===== config.mk =====
export PLATFORM = sky130hd
export DESIGN_NAME = flash_scramble_top
export DESIGN_NICKNAME = d
export VERILOG_FILES = /design/src/verilog/flash_scramble_pkg.sv /design/src/verilog/flash_scramble_top.sv /design/src/verilog/xex_sequencer.sv /design/src/verilog/flash_scramble.sv /design/src/verilog/scramble_cipher.sv /design/src/verilog/gf_mask_mult.sv
export SDC_FILE = /design/constraint.sdc
export NUM_CORES = 2
export LEC_CHECK = 0
export ABC_AREA = 1
export BUFFER_PORTS_ARGS = -buffer_cell sky130_fd_sc_hd__buf_2
export CAP_MARGIN = 20
export CORE_MARGIN = 2
export CORE_UTILIZATION = 50
export DETAILED_ROUTE_END_ITERATION = 12
export HOLD_SLACK_MARGIN = 0.12
export PLACE_DENSITY = 0.68
export SLEW_MARGIN = 20
export SYNTH_ARGS = -nofsm -noshare
export SYNTH_HDL_FRONTEND = slang
export SYNTH_SLANG_ARGS = --single-unit

===== constraint.sdc =====
create_clock -name clk_i -period 18.8 [get_ports clk_i]
set_clock_uncertainty 0.2 [all_clocks]
set_input_delay 0 -clock clk_i [delete_from_list [all_inputs] [get_ports clk_i]]
set_output_delay 0 -clock clk_i [all_outputs]
set_load 0.01 [all_outputs]

===== src/verilog/flash_scramble_pkg.sv =====
package flash_scramble_pkg;

  // Word and address widths of one flash bank
  localparam int DataWidth = 64;
  localparam int BankAddrW = 16;
  localparam int KeySize   = 128;

  // The mask multiplier folds in a quarter of operand b per cycle
  localparam int GfMultCycles = 4;

  // Low 64 bits of x^64 + x^4 + x^3 + x + 1, the leading term is implied
  localparam logic [DataWidth-1:0] ScrambleIPoly = 64'h0000_0000_0000_001B;

  // Rounds on each side of the cipher's halfway register
  localparam int CipherRounds = 3;

  // One constant per round, index 0 in the lowest word
  localparam logic [2*CipherRounds-1:0][DataWidth-1:0] RoundConst = {
    64'h7EF8_4F78_FD95_5CB1,
    64'hBE54_66CF_34E9_0C6C,
    64'h4528_21E6_38D0_1377,
    64'h082E_FA98_EC4E_6C89,
    64'hA409_3822_299F_31D0,
    64'h1319_8A2E_0370_7344
  };

  // PRINCE S-box, entry 0 sits in the lowest nibble
  localparam logic [15:0][3:0] SBox    = 64'h4D5E_0876_19CA_23FB;
  localparam logic [15:0][3:0] SBoxInv = 64'h1CE5_046A_98DF_237B;

  typedef logic [DataWidth-1:0] data_t;
  typedef logic [BankAddrW-1:0] addr_t;
  typedef logic [KeySize-1:0]   key_t;

  typedef enum logic {
    ScrambleOp   = 1'b0,
    DeScrambleOp = 1'b1
  } cipher_op_e;

endpackage

===== src/verilog/flash_scramble_top.sv =====
module flash_scramble_top #(
  parameter bit SecScrambleEn = 1'b1
) (
  input  logic                           clk_i,
  input  logic                           rst_ni,
  input  logic                           req_i,
  input  flash_scramble_pkg::cipher_op_e op_type_i,
  input  flash_scramble_pkg::addr_t      addr_i,
  input  flash_scramble_pkg::data_t      data_i,
  input  logic                           disable_i,
  input  flash_scramble_pkg::key_t       addr_key_i,
  input  flash_scramble_pkg::key_t       data_key_i,
  input  flash_scramble_pkg::key_t       rand_addr_key_i,
  input  flash_scramble_pkg::key_t       rand_data_key_i,
  output logic                           busy_o,
  output logic                           done_o,
  output flash_scramble_pkg::data_t      data_o
);

  // Handshake and payload between the sequencer and the scrambler
  logic                           calc_req, calc_ack;
  logic                           op_req, op_ack;
  flash_scramble_pkg::cipher_op_e op_type;
  flash_scramble_pkg::addr_t      addr;
  flash_scramble_pkg::data_t      whitened, mask, cipher;

  xex_sequencer u_seq (
    .clk_i,
    .rst_ni,
    .req_i,
    .op_type_i,
    .addr_i,
    .data_i,
    .calc_ack_i(calc_ack),
    .op_ack_i  (op_ack),
    .mask_i    (mask),
    .cipher_i  (cipher),
    .busy_o,
    .calc_req_o(calc_req),
    .op_req_o  (op_req),
    .op_type_o (op_type),
    .addr_o    (addr),
    .whitened_o(whitened),
    .done_o,
    .data_o
  );

  flash_scramble #(
    .SecScrambleEn(SecScrambleEn)
  ) u_scramble (
    .clk_i,
    .rst_ni,
    .disable_i,
    .calc_req_i(calc_req),
    .op_req_i  (op_req),
    .op_type_i (op_type),
    .addr_i    (addr),
    .whitened_i(whitened),
    .addr_key_i,
    .data_key_i,
    .rand_addr_key_i,
    .rand_data_key_i,
    .calc_ack_o(calc_ack),
    .op_ack_o  (op_ack),
    .mask_o    (mask),
    .cipher_o  (cipher)
  );

endmodule


===== src/verilog/xex_sequencer.sv =====
module xex_sequencer (
  input  logic                           clk_i,
  input  logic                           rst_ni,
  input  logic                           req_i,
  input  flash_scramble_pkg::cipher_op_e op_type_i,
  input  flash_scramble_pkg::addr_t      addr_i,
  input  flash_scramble_pkg::data_t      data_i,
  input  logic                           calc_ack_i,
  input  logic                           op_ack_i,
  input  flash_scramble_pkg::data_t      mask_i,
  input  flash_scramble_pkg::data_t      cipher_i,
  output logic                           busy_o,
  output logic                           calc_req_o,
  output logic                           op_req_o,
  output flash_scramble_pkg::cipher_op_e op_type_o,
  output flash_scramble_pkg::addr_t      addr_o,
  output flash_scramble_pkg::data_t      whitened_o,
  output logic                           done_o,
  output flash_scramble_pkg::data_t      data_o
);

  typedef enum logic [1:0] {
    StIdle,
    StMask,
    StCipher,
    StDone
  } state_e;

  state_e state_q;

  // Request payload, the mask and the final result
  flash_scramble_pkg::cipher_op_e op_q;
  flash_scramble_pkg::addr_t      addr_q;
  flash_scramble_pkg::data_t      data_q;
  flash_scramble_pkg::data_t      mask_q;
  flash_scramble_pkg::data_t      result_q;

  always_ff @(posedge clk_i or negedge rst_ni) begin
    if (!rst_ni) begin
      state_q <= StIdle;
    end else begin
      case (state_q)
        StIdle: begin
          if (req_i) begin
            state_q <= StMask;
          end
        end
        StMask: begin
          if (calc_ack_i) begin
            state_q <= StCipher;
          end
        end
        StCipher: begin
          if (op_ack_i) begin
            state_q <= StDone;
          end
        end
        default: state_q <= StIdle;
      endcase
    end
  end

  // Payload is captured on acceptance and on each ack
  always_ff @(posedge clk_i) begin
    if (state_q == StIdle && req_i) begin
      op_q   <= op_type_i;
      addr_q <= addr_i;
      data_q <= data_i;
    end
    if (state_q == StMask && calc_ack_i) begin
      mask_q <= mask_i;
    end
    // Second whitening with the same mask
    if (state_q == StCipher && op_ack_i) begin
      result_q <= cipher_i ^ mask_q;
    end
  end

  // Requests are plain levels decoded from the state and drop after the ack
  assign calc_req_o = (state_q == StMask);
  assign op_req_o   = (state_q == StCipher);
  assign busy_o     = (state_q != StIdle);
  assign done_o     = (state_q == StDone);

  assign op_type_o  = op_q;
  assign addr_o     = addr_q;
  // First whitening stays steady for the whole cipher request
  assign whitened_o = data_q ^ mask_q;
  assign data_o     = result_q;

  // The mask and cipher stages never overlap
  a_req_exclusive: assert property (@(posedge clk_i) disable iff (!rst_ni)
    !(calc_req_o && op_req_o));

endmodule


===== src/verilog/flash_scramble.sv =====
module flash_scramble #(
  parameter bit SecScrambleEn = 1'b1
) (
  input  logic                           clk_i,
  input  logic                           rst_ni,
  input  logic                           disable_i,
  input  logic                           calc_req_i,
  input  logic                           op_req_i,
  input  flash_scramble_pkg::cipher_op_e op_type_i,
  input  flash_scramble_pkg::addr_t      addr_i,
  input  flash_scramble_pkg::data_t      whitened_i,
  input  flash_scramble_pkg::key_t       addr_key_i,
  input  flash_scramble_pkg::key_t       data_key_i,
  input  flash_scramble_pkg::key_t       rand_addr_key_i,
  input  flash_scramble_pkg::key_t       rand_data_key_i,
  output logic                           calc_ack_o,
  output logic                           op_ack_o,
  output flash_scramble_pkg::data_t      mask_o,
  output flash_scramble_pkg::data_t      cipher_o
);

  // The address key choice may only move between mask calculations
  logic addr_key_sel;
  flash_scramble_pkg::key_t muxed_addr_key;

  always_ff @(posedge clk_i or negedge rst_ni) begin
    if (!rst_ni) begin
      addr_key_sel <= 1'b0;
    end else if (!calc_req_i || calc_ack_o) begin
      addr_key_sel <= disable_i;
    end
  end

  assign muxed_addr_key = addr_key_sel ? rand_addr_key_i : addr_key_i;

  if (SecScrambleEn) begin : gen_gf_mult
    // Upper key bits pad the bank address to a full field element
    gf_mask_mult u_mult (
      .clk_i,
      .rst_ni,
      .req_i      (calc_req_i),
      .operand_a_i({muxed_addr_key[flash_scramble_pkg::DataWidth +:
                                   (flash_scramble_pkg::DataWidth -
                                    flash_scramble_pkg::BankAddrW)], addr_i}),
      .operand_b_i(muxed_addr_key[flash_scramble_pkg::DataWidth-1:0]),
      .ack_o      (calc_ack_o),
      .prod_o     (mask_o)
    );
  end else begin : gen_no_gf_mult
    assign mask_o = '0;

    // Answer each mask request after one cycle
    always_ff @(posedge clk_i or negedge rst_ni) begin
      if (!rst_ni) begin
        calc_ack_o <= 1'b0;
      end else begin
        calc_ack_o <= calc_req_i && !calc_ack_o;
      end
    end
  end

  // Same locking rule for the data key, tied to the op handshake
  logic data_key_sel;

  always_ff @(posedge clk_i or negedge rst_ni) begin
    if (!rst_ni) begin
      data_key_sel <= 1'b0;
    end else if (!op_req_i || op_ack_o) begin
      data_key_sel <= disable_i;
    end
  end

  logic dec;
  assign dec = (op_type_i == flash_scramble_pkg::DeScrambleOp);

  // A held op_req keeps launching words into the cipher, so the ack needs
  // both the launch flag and the cipher's valid to avoid a stale second hit
  logic cipher_valid_in_d, cipher_valid_in_q;
  logic cipher_valid_out;

  assign cipher_valid_in_d = op_ack_o ? 1'b0 : op_req_i & !cipher_valid_out;
  assign op_ack_o          = cipher_valid_in_q & cipher_valid_out;

  always_ff @(posedge clk_i or negedge rst_ni) begin
    if (!rst_ni) begin
      cipher_valid_in_q <= 1'b0;
    end else begin
      cipher_valid_in_q <= cipher_valid_in_d;
    end
  end

  if (SecScrambleEn) begin : gen_cipher
    scramble_cipher u_cipher (
      .clk_i,
      .rst_ni,
      .valid_i(cipher_valid_in_d),
      .dec_i  (dec),
      .data_i (whitened_i),
      .key_i  (data_key_sel ? rand_data_key_i : data_key_i),
      .valid_o(cipher_valid_out),
      .data_o (cipher_o)
    );
  end else begin : gen_no_cipher
    always_ff @(posedge clk_i or negedge rst_ni) begin
      if (!rst_ni) begin
        cipher_valid_out <= 1'b0;
      end else begin
        cipher_valid_out <= cipher_valid_in_d;
      end
    end

    assign cipher_o = whitened_i;
  end

  // The direction feeds both cipher halves and must not flip mid operation
  a_op_type_stable: assert property (@(posedge clk_i) disable iff (!rst_ni)
    op_req_i && $past(op_req_i) |-> $stable(op_type_i));

endmodule


===== src/verilog/scramble_cipher.sv =====
module scramble_cipher (
  input  logic                      clk_i,
  input  logic                      rst_ni,
  input  logic                      valid_i,
  input  logic                      dec_i,
  input  flash_scramble_pkg::data_t data_i,
  input  flash_scramble_pkg::key_t  key_i,
  output logic                      valid_o,
  output flash_scramble_pkg::data_t data_o
);

  // Rounds below CipherRounds use the low key half, the rest the high half
  function automatic flash_scramble_pkg::data_t round_key(flash_scramble_pkg::key_t key,
                                                         int unsigned r);
    flash_scramble_pkg::data_t half;
    if (r < flash_scramble_pkg::CipherRounds) begin
      half = key[flash_scramble_pkg::DataWidth-1:0];
    end else begin
      half = key[flash_scramble_pkg::KeySize-1 -: flash_scramble_pkg::DataWidth];
    end
    return half ^ flash_scramble_pkg::RoundConst[r];
  endfunction

  function automatic flash_scramble_pkg::data_t sub_nibbles(flash_scramble_pkg::data_t x,
                                                           logic inv);
    flash_scramble_pkg::data_t y;
    for (int i = 0; i < flash_scramble_pkg::DataWidth / 4; i++) begin
      if (inv) begin
        y[4*i +: 4] = flash_scramble_pkg::SBoxInv[x[4*i +: 4]];
      end else begin
        y[4*i +: 4] = flash_scramble_pkg::SBox[x[4*i +: 4]];
      end
    end
    return y;
  endfunction

  // Key addition, substitution, then a one nibble rotate to the left
  function automatic flash_scramble_pkg::data_t round_fwd(flash_scramble_pkg::data_t x,
                                                         flash_scramble_pkg::data_t rk);
    flash_scramble_pkg::data_t s;
    s = sub_nibbles(x ^ rk, 1'b0);
    return {s[flash_scramble_pkg::DataWidth-5:0], s[flash_scramble_pkg::DataWidth-1 -: 4]};
  endfunction

  // Undo the steps of round_fwd in the opposite order
  function automatic flash_scramble_pkg::data_t round_inv(flash_scramble_pkg::data_t x,
                                                         flash_scramble_pkg::data_t rk);
    flash_scramble_pkg::data_t s;
    s = {x[3:0], x[flash_scramble_pkg::DataWidth-1:4]};
    return sub_nibbles(s, 1'b1) ^ rk;
  endfunction

  flash_scramble_pkg::data_t mid_d, mid_q, out_d;
  logic valid_mid_q, dec_mid_q;

  // First half runs rounds 0..2 forward or rounds 5..3 inverted
  always_comb begin
    mid_d = data_i;
    for (int i = 0; i < flash_scramble_pkg::CipherRounds; i++) begin
      if (dec_i) begin
        mid_d = round_inv(mid_d,
                          round_key(key_i, 2 * flash_scramble_pkg::CipherRounds - 1 - i));
      end else begin
        mid_d = round_fwd(mid_d, round_key(key_i, i));
      end
    end
  end

  // Second half takes the remaining rounds, the key is held by the caller
  always_comb begin
    out_d = mid_q;
    for (int i = 0; i < flash_scramble_pkg::CipherRounds; i++) begin
      if (dec_mid_q) begin
        out_d = round_inv(out_d, round_key(key_i, flash_scramble_pkg::CipherRounds - 1 - i));
      end else begin
        out_d = round_fwd(out_d, round_key(key_i, flash_scramble_pkg::CipherRounds + i));
      end
    end
  end

  always_ff @(posedge clk_i or negedge rst_ni) begin
    if (!rst_ni) begin
      valid_mid_q <= 1'b0;
      dec_mid_q   <= 1'b0;
      valid_o     <= 1'b0;
    end else begin
      valid_mid_q <= valid_i;
      dec_mid_q   <= dec_i;
      valid_o     <= valid_mid_q;
    end
  end

  always_ff @(posedge clk_i) begin
    mid_q  <= mid_d;
    data_o <= out_d;
  end

  // Two register stages, so the result appears exactly two cycles later
  a_valid_latency: assert property (@(posedge clk_i) disable iff (!rst_ni)
    valid_i |-> ##2 valid_o);
  a_valid_origin: assert property (@(posedge clk_i) disable iff (!rst_ni)
    valid_o |-> $past(valid_i, 2));

endmodule


===== src/verilog/gf_mask_mult.sv =====
module gf_mask_mult (
  input  logic                      clk_i,
  input  logic                      rst_ni,
  input  logic                      req_i,
  input  flash_scramble_pkg::data_t operand_a_i,
  input  flash_scramble_pkg::data_t operand_b_i,
  output logic                      ack_o,
  output flash_scramble_pkg::data_t prod_o
);

  // Multiply by x and reduce modulo the field polynomial
  function automatic flash_scramble_pkg::data_t mul_x(flash_scramble_pkg::data_t v);
    flash_scramble_pkg::data_t r;
    r = {v[flash_scramble_pkg::DataWidth-2:0], 1'b0};
    if (v[flash_scramble_pkg::DataWidth-1]) begin
      r = r ^ flash_scramble_pkg::ScrambleIPoly;
    end
    return r;
  endfunction

  // Index of the slice of operand b being folded in this cycle
  logic [$clog2(flash_scramble_pkg::GfMultCycles)-1:0] cnt_q;
  logic ack_q;

  // Running product and operand a scaled by x to the current bit position
  flash_scramble_pkg::data_t acc_q, acc_d;
  flash_scramble_pkg::data_t shift_q, shift_d;

  // A new product starts from a clean accumulator on slice 0
  always_comb begin
    acc_d   = (cnt_q == '0) ? '0 : acc_q;
    shift_d = (cnt_q == '0) ? operand_a_i : shift_q;
    for (int j = 0; j < flash_scramble_pkg::DataWidth / flash_scramble_pkg::GfMultCycles;
         j++) begin
      if (operand_b_i[int'(cnt_q) * (flash_scramble_pkg::DataWidth /
                      flash_scramble_pkg::GfMultCycles) + j]) begin
        acc_d = acc_d ^ shift_d;
      end
      shift_d = mul_x(shift_d);
    end
  end

  // The ack cycle doubles as the idle cycle, nothing is folded in then
  always_ff @(posedge clk_i or negedge rst_ni) begin
    if (!rst_ni) begin
      cnt_q <= '0;
      ack_q <= 1'b0;
    end else begin
      ack_q <= 1'b0;
      if (req_i && !ack_q) begin
        if (int'(cnt_q) == flash_scramble_pkg::GfMultCycles - 1) begin
          cnt_q <= '0;
          ack_q <= 1'b1;
        end else begin
          cnt_q <= cnt_q + 1'b1;
        end
      end
    end
  end

  always_ff @(posedge clk_i) begin
    if (req_i && !ack_q) begin
      acc_q   <= acc_d;
      shift_q <= shift_d;
    end
  end

  assign ack_o  = ack_q;
  assign prod_o = acc_q;

  // Operand b is read slice by slice, so both operands must hold mid product
  a_operands_stable: assert property (@(posedge clk_i) disable iff (!rst_ni)
    req_i && cnt_q != '0 |-> $stable(operand_a_i) && $stable(operand_b_i));

endmodule


Yosys cells after proc, flatten, opt, wreduce, memory -nomap -nowiden
Memory sizes are Yosys's and may differ from the RTL's. A register that Yosys moved wholly into a read port is not among the register bits.
Index checks and enable logic that the tools add are counted.
Cells by class
  equal/unequal tests: 7
  reduce and logical (&&, ||, !) cells: 14
  bitwise gates (word level): 60
  add/subtract/negate cells: 16
  mux-type cells: 389
  magnitude comparators: 208
Operators with widths (number)
  64-bit bitwise XOR: 30
  64-bit 2-to-1 mux: 28
  4-bit 2-to-1 mux: 288
  4-bit by 5-bit < comparator with 1-bit output, second input constant: 192
  128-bit 2-to-1 mux: 1
  112-bit 2-to-1 mux: 1
  7-bit < comparator, second input constant: 15
  25-bit NOT: 4
  1-bit binary-select mux with 6-bit select: 15
  5-bit 2-to-1 mux: 16
  39-bit NOT: 2
  33-bit NOT: 2
  4-bit NOT: 16
  30-bit NOT: 2
  6-bit by 4-bit adder with 7-bit output, second input constant: 8
  27-bit NOT: 2
  1-bit 2-to-1 mux: 34
  6-bit by 3-bit adder with 7-bit output, second input constant: 4
  6-bit by 2-bit adder with 7-bit output, second input constant: 2
  2-bit 2-to-1 mux: 4
  6-bit by 1-bit adder with 7-bit output, second input constant: 1
  6-bit by 7-bit < comparator with 1-bit output, second input constant: 1
  2-bit inequality test, second input constant: 3
  2-bit case mux with 3 select lines: 1
  11 further kinds: 22
Word-level totals
  input bits: 597
  output and inout bits: 66
  logic and storage cells: 904
  ROM bits: 12288
  register bits after elaboration: 475
  memories kept: 192
Memories
  (name not given): depth 16, width 4, rd ports 1, clocked after Yosys merged registers in 0, wr ports 0, line scramble_cipher.sv:31  | y[4*i +: 4] = flash_scramble_pkg::SBox[x[4*i +: 4]];
  (name not given): depth 16, width 4, rd ports 1, clocked after Yosys merged registers in 0, wr ports 0, line scramble_cipher.sv:31
  (name not given): depth 16, width 4, rd ports 1, clocked after Yosys merged registers in 0, wr ports 0, line scramble_cipher.sv:31
  (name not given): depth 16, width 4, rd ports 1, clocked after Yosys merged registers in 0, wr ports 0, line scramble_cipher.sv:31
  (name not given): depth 16, width 4, rd ports 1, clocked after Yosys merged registers in 0, wr ports 0, line scramble_cipher.sv:31
  (name not given): depth 16, width 4, rd ports 1, clocked after Yosys merged registers in 0, wr ports 0, line scramble_cipher.sv:31
  +186 memories

Logic depth before layout (Yosys ltp)
  depth in word-level cells: 34
  mapped depth: 39

By module
From an unflattened synthesis, not the netlist that was laid out.
Second synthesis, totals
  cell total of the unflattened synthesis: 14071
  area total of the unflattened synthesis: 89110.5 um2
By module, submodules not included
  scramble_cipher: instances 1, area an instance 55443.2 um2, cells each 9360, seq. area each 3918.8 um2
  gf_mask_mult: instances 1, area an instance 22559.1 um2, cells each 3555, seq. area each 3918.8 um2
  xex_sequencer: instances 1, area an instance 7603.5 um2, cells each 367, seq. area each 6326.1 um2
  flash_scramble: instances 1, area an instance 3504.6 um2, cells each 789, seq. area each 75.1 um2

Worst setup path after synthesis
No wires, ideal clock.
  kind: flip-flop to flip-flop
  from: register u_seq.state_q[1]
  to: register u_seq.state_q[1]
  arrival: 7.368 ns
  buffers on the path: 0
  path slack: 11.154 ns
  setup time: 0.078 ns
  stages on the path, launching flop included: 9
  cells stage by stage: dfrtp_1 inv_1 ha_1 inv_1 nor2_1 inv_1 o211ai_1 nor2_1 a21oi_1
On the way
  cells in the longest elaborated chain, start to end: 3
  elaborated cells on any way between the ends: 8
RTL lines
  start, declared: line xex_sequencer.sv:29  | state_e state_q;
  start signal, assigned: line xex_sequencer.sv:40  | state_q <= StIdle;
  start signal, assigned: line xex_sequencer.sv:45  | state_q <= StMask;
  start signal, assigned: line xex_sequencer.sv:50  | state_q <= StCipher;
  2-bit == test, or another cell as far along: line xex_sequencer.sv:42  | case (state_q)
  2-bit inequality test (no line)
  3-bit AND reduction (no line)
Parallel ways exist; a longest one is shown, timed or not.
A chain may end at the register's enable or synchronous reset.

==> impl_metrics.yaml <==
status:
  outcome: "finished clean"
grt:
  first_global_vias: 84900
  grt_use_total_pct: 37.7
  grt_antenna_before_repair: 5
  overflow: 0
  grt_max_degree: 108
  grt_pass1_wl_mm: 491
synthesis:
  synth_seq_cells: 539
  yosysWarnings: 0
  synth_area_leaders: "nand2_1 (21%), edfxtp_1 (12%), ha_1 (12%)"
  syn_nets: 14300
  synthCells: 12900
  synthArstFlopShare_pct: 1.86
  synth-edff-count: 337
  synth_top_flop_cell: "edfxtp_1"
  synth.largest_area_cell: "nand2_1"
  synth_cell_types: 63
  yosysTopAreaCellShare_pct: 21.5
  ys_seq_area_share_pct: 17.4
  avgSynthCellArea_um2: 6.34
  syn_area_um2: 81700
clocking:
  hold_buffers: 622
  h-tree-depth: 3
  clkSinkCount: 539
  cts_buffers: 73
  clk_pin_slew_ps: 60
  cts_setup_buffers: 0
  clock_path_buffers: 3
  clock_latency_ps: 700
  cts_tree: "done"
  clock-root-buffer: "clkbuf_16"
  cts_resized: 0
place:
  dp_slack_ps: 10780
  dp_hpwl_mm: 243
  place.port_buffers: 630
  gp_congestion: 0.997
detailed_routing:
  drc_errors: 0
  drt-initial-drc-count: 9022
  first_pass_iters: 9
  ant_nets: 0
  post_drt_wl_per_cell_um: 20.2
  routed-via-count: 90500
  wl_met1_mm: 128
  wl_met2_mm: 149
  routed_via_density: 5.57
  top_layer: "met5"
  wl_met3_mm: 31.5
  drt-total-wl_mm: 328
floorplanning:
  num_rows: 148
  fp.dieW_um: 408
  start_util_pct: 50.3
  die_area_um2: 167000
  die_h_um: 408
  pin_count: 663
  coreArea_um2: 162000
worst_setup_path:
  critPathRequiredTime_ps: 19160
  critPathMostFrequentCell: "nand2_1"
  worstSetupStartpointType: "flip-flop"
  cp_max_fo: 59
  crit_type: "reg -> reg"
  arrival_ps: 9570
  rr_startpoint: "u_scramble.data_key_sel"
  crit_start: "u_scramble.data_key_sel"
  reg2regPathDepth: 38
  crit_path_top_delay_cell: "dfrtp_4"
  critPathCaptureType: "flip-flop"
  r2r_slack_ps: 9590
  path_depth: 38
  crit_family: "buffers and inverters"
  cp_num_buf_inv: 13
  slowest_delay_ps: 670
sta:
  worst_pin_slew_ps: 1190
  min_period_ps: 9210
  setup_viol: 0
  drv_slew: 0
  hold_viol: 0
  rsz0062_at_grt: "false"
  fmax_mhz: 109
  fin_crit_sh_pct: 49.0
  setup_slack_ps: 9590
  tns_ps: 0
  slew_headroom_pct: 20.2
hold_path:
  holdCritStartpoint: "data_key_i[64]"
  hp-class: "in -> reg"
cells_and_area:
  nets: 15400
  drive_gt1_share_pct: 11.3
  area_delta_synth_final_pct: 17.0
run:
  max-cap-violations: 0
-- metal layers --
| layer | vias up | global-route usage (%) |
|---|---|---|
| met3 | 917 | 6.09 |
| met1 | 42000 | 46.7 |
| met4 | 2 | 20.3 |
| li1 | 43000 | - |
| met5 | - | 0 |
| met2 | 4531 | 62.6 |
-- synth_stat cells (17+ instances only) --
master       n
o21ai_1    143
xor2_1     976
o21ai_4     17
nor2_1     573
nand2_1   4671
buf_2      116
nand3_1   1736
buf_1       60
inv_1     1156
a21oi_1    142
buf_6       20
dfxtp_1    192
o211ai_1   115
xor2_2      37
clkbuf_1   127
nand3_2     53
or2_1       46
nand3b_1    37
inv_2      128
nand2_4     31
or2_2       54
o21ai_2     45
edfxtp_1   337
o21ai_0    371
xnor2_1    450
ha_1       781
nand2_2    292
-- through the flow --
| stage | instance area (um2) | instances | utilization, % | hold slack (ps) |
|---|---|---|---|---|
| after floorplan | 81700 | 12900 | - | -496 |
| after global placement | 87000 | 15500 | 53.5 | -292 |
| after detailed placement | 87000 | 15500 | 53.5 | -290 |
| after CTS | 95500 | 16200 | 58.8 | 120 |
| after global routing | 95500 | 16200 | 58.8 | 207 |
| final | 95500 | 16200 | 58.8 | 174 |
-- worst min-delay path by stage --
stage | end | slack [ps] | cells past startpoint
floorplan | u_scramble.addr_key_sel | -500 | 0
global placement | u_scramble.gen_gf_mult.u_mult.cnt_q[0] | -290 | 1
detailed placement | u_scramble.gen_gf_mult.u_mult.cnt_q[0] | -290 | 1
CTS | u_scramble.gen_cipher.u_cipher.mid_q[35] | 120 | 8
global route | u_scramble.gen_cipher.u_cipher.mid_q[35] | 210 | 8
finish | u_scramble.gen_cipher.u_cipher.mid_q[0] | 170 | 7
-- cell usage in the layout, fill, tap and decap left out, types with 37 or more instances in the layout --
master,n
edfxtp_1,337
o211ai_1,115
buf_2,630
dfxtp_1,192
nand3_1,1736
xnor2_1,450
buf_4,141
inv_2,129
o21ai_0,368
nand2_1,4667
nand3_2,53
dlygate4sd3_1,622
or2_1,46
nor2_1,572
ha_1,780
o21ai_2,51
xor2_2,37
xor2_1,976
inv_1,1151
nand3b_1,37
a21oi_1,142
or2_2,54
o21ai_1,140
nand2_2,293
clkbuf_16,75
-- kinds of logic (layout without fill, tap and decap cells) --
family                     Yosys count  in the layout  share of synthesized area [%]
buffers and inverters             1650           2832                           8.19
adders and majority gates          781            781                           12.0
AOI/OAI and AO/OA                  897            897                           6.55
muxes                               11             11                          0.135
and+or+nand+nor                   7533           7533                           39.5
xor gates and xnor gates          1472           1472                           16.3
other                                0              5                              0
DFF                                539            539                           17.4
-- worst min-delay path, stage by stage --
cell and delay, ps:
buf_2 80, o21ai_1 260, inv_1 240, xor2_1 110, nand2_1 50, o21ai_0 130, inv_1 140
-- layout make-up --
type	instances	area [um2]
antenna	5	12.5
clock buffer	97	2000
clock inverter	37	349
fill	15600	66900
inverter	1302	4920
multi-input combinational	10700	60800
sequential	539	14200
tap	2175	2720
timing repair buffer	1396	10500
Power is left out: the tool's default activity adds up to more than one toggle a clock period on the data nets, which glitch-free logic cannot reach.
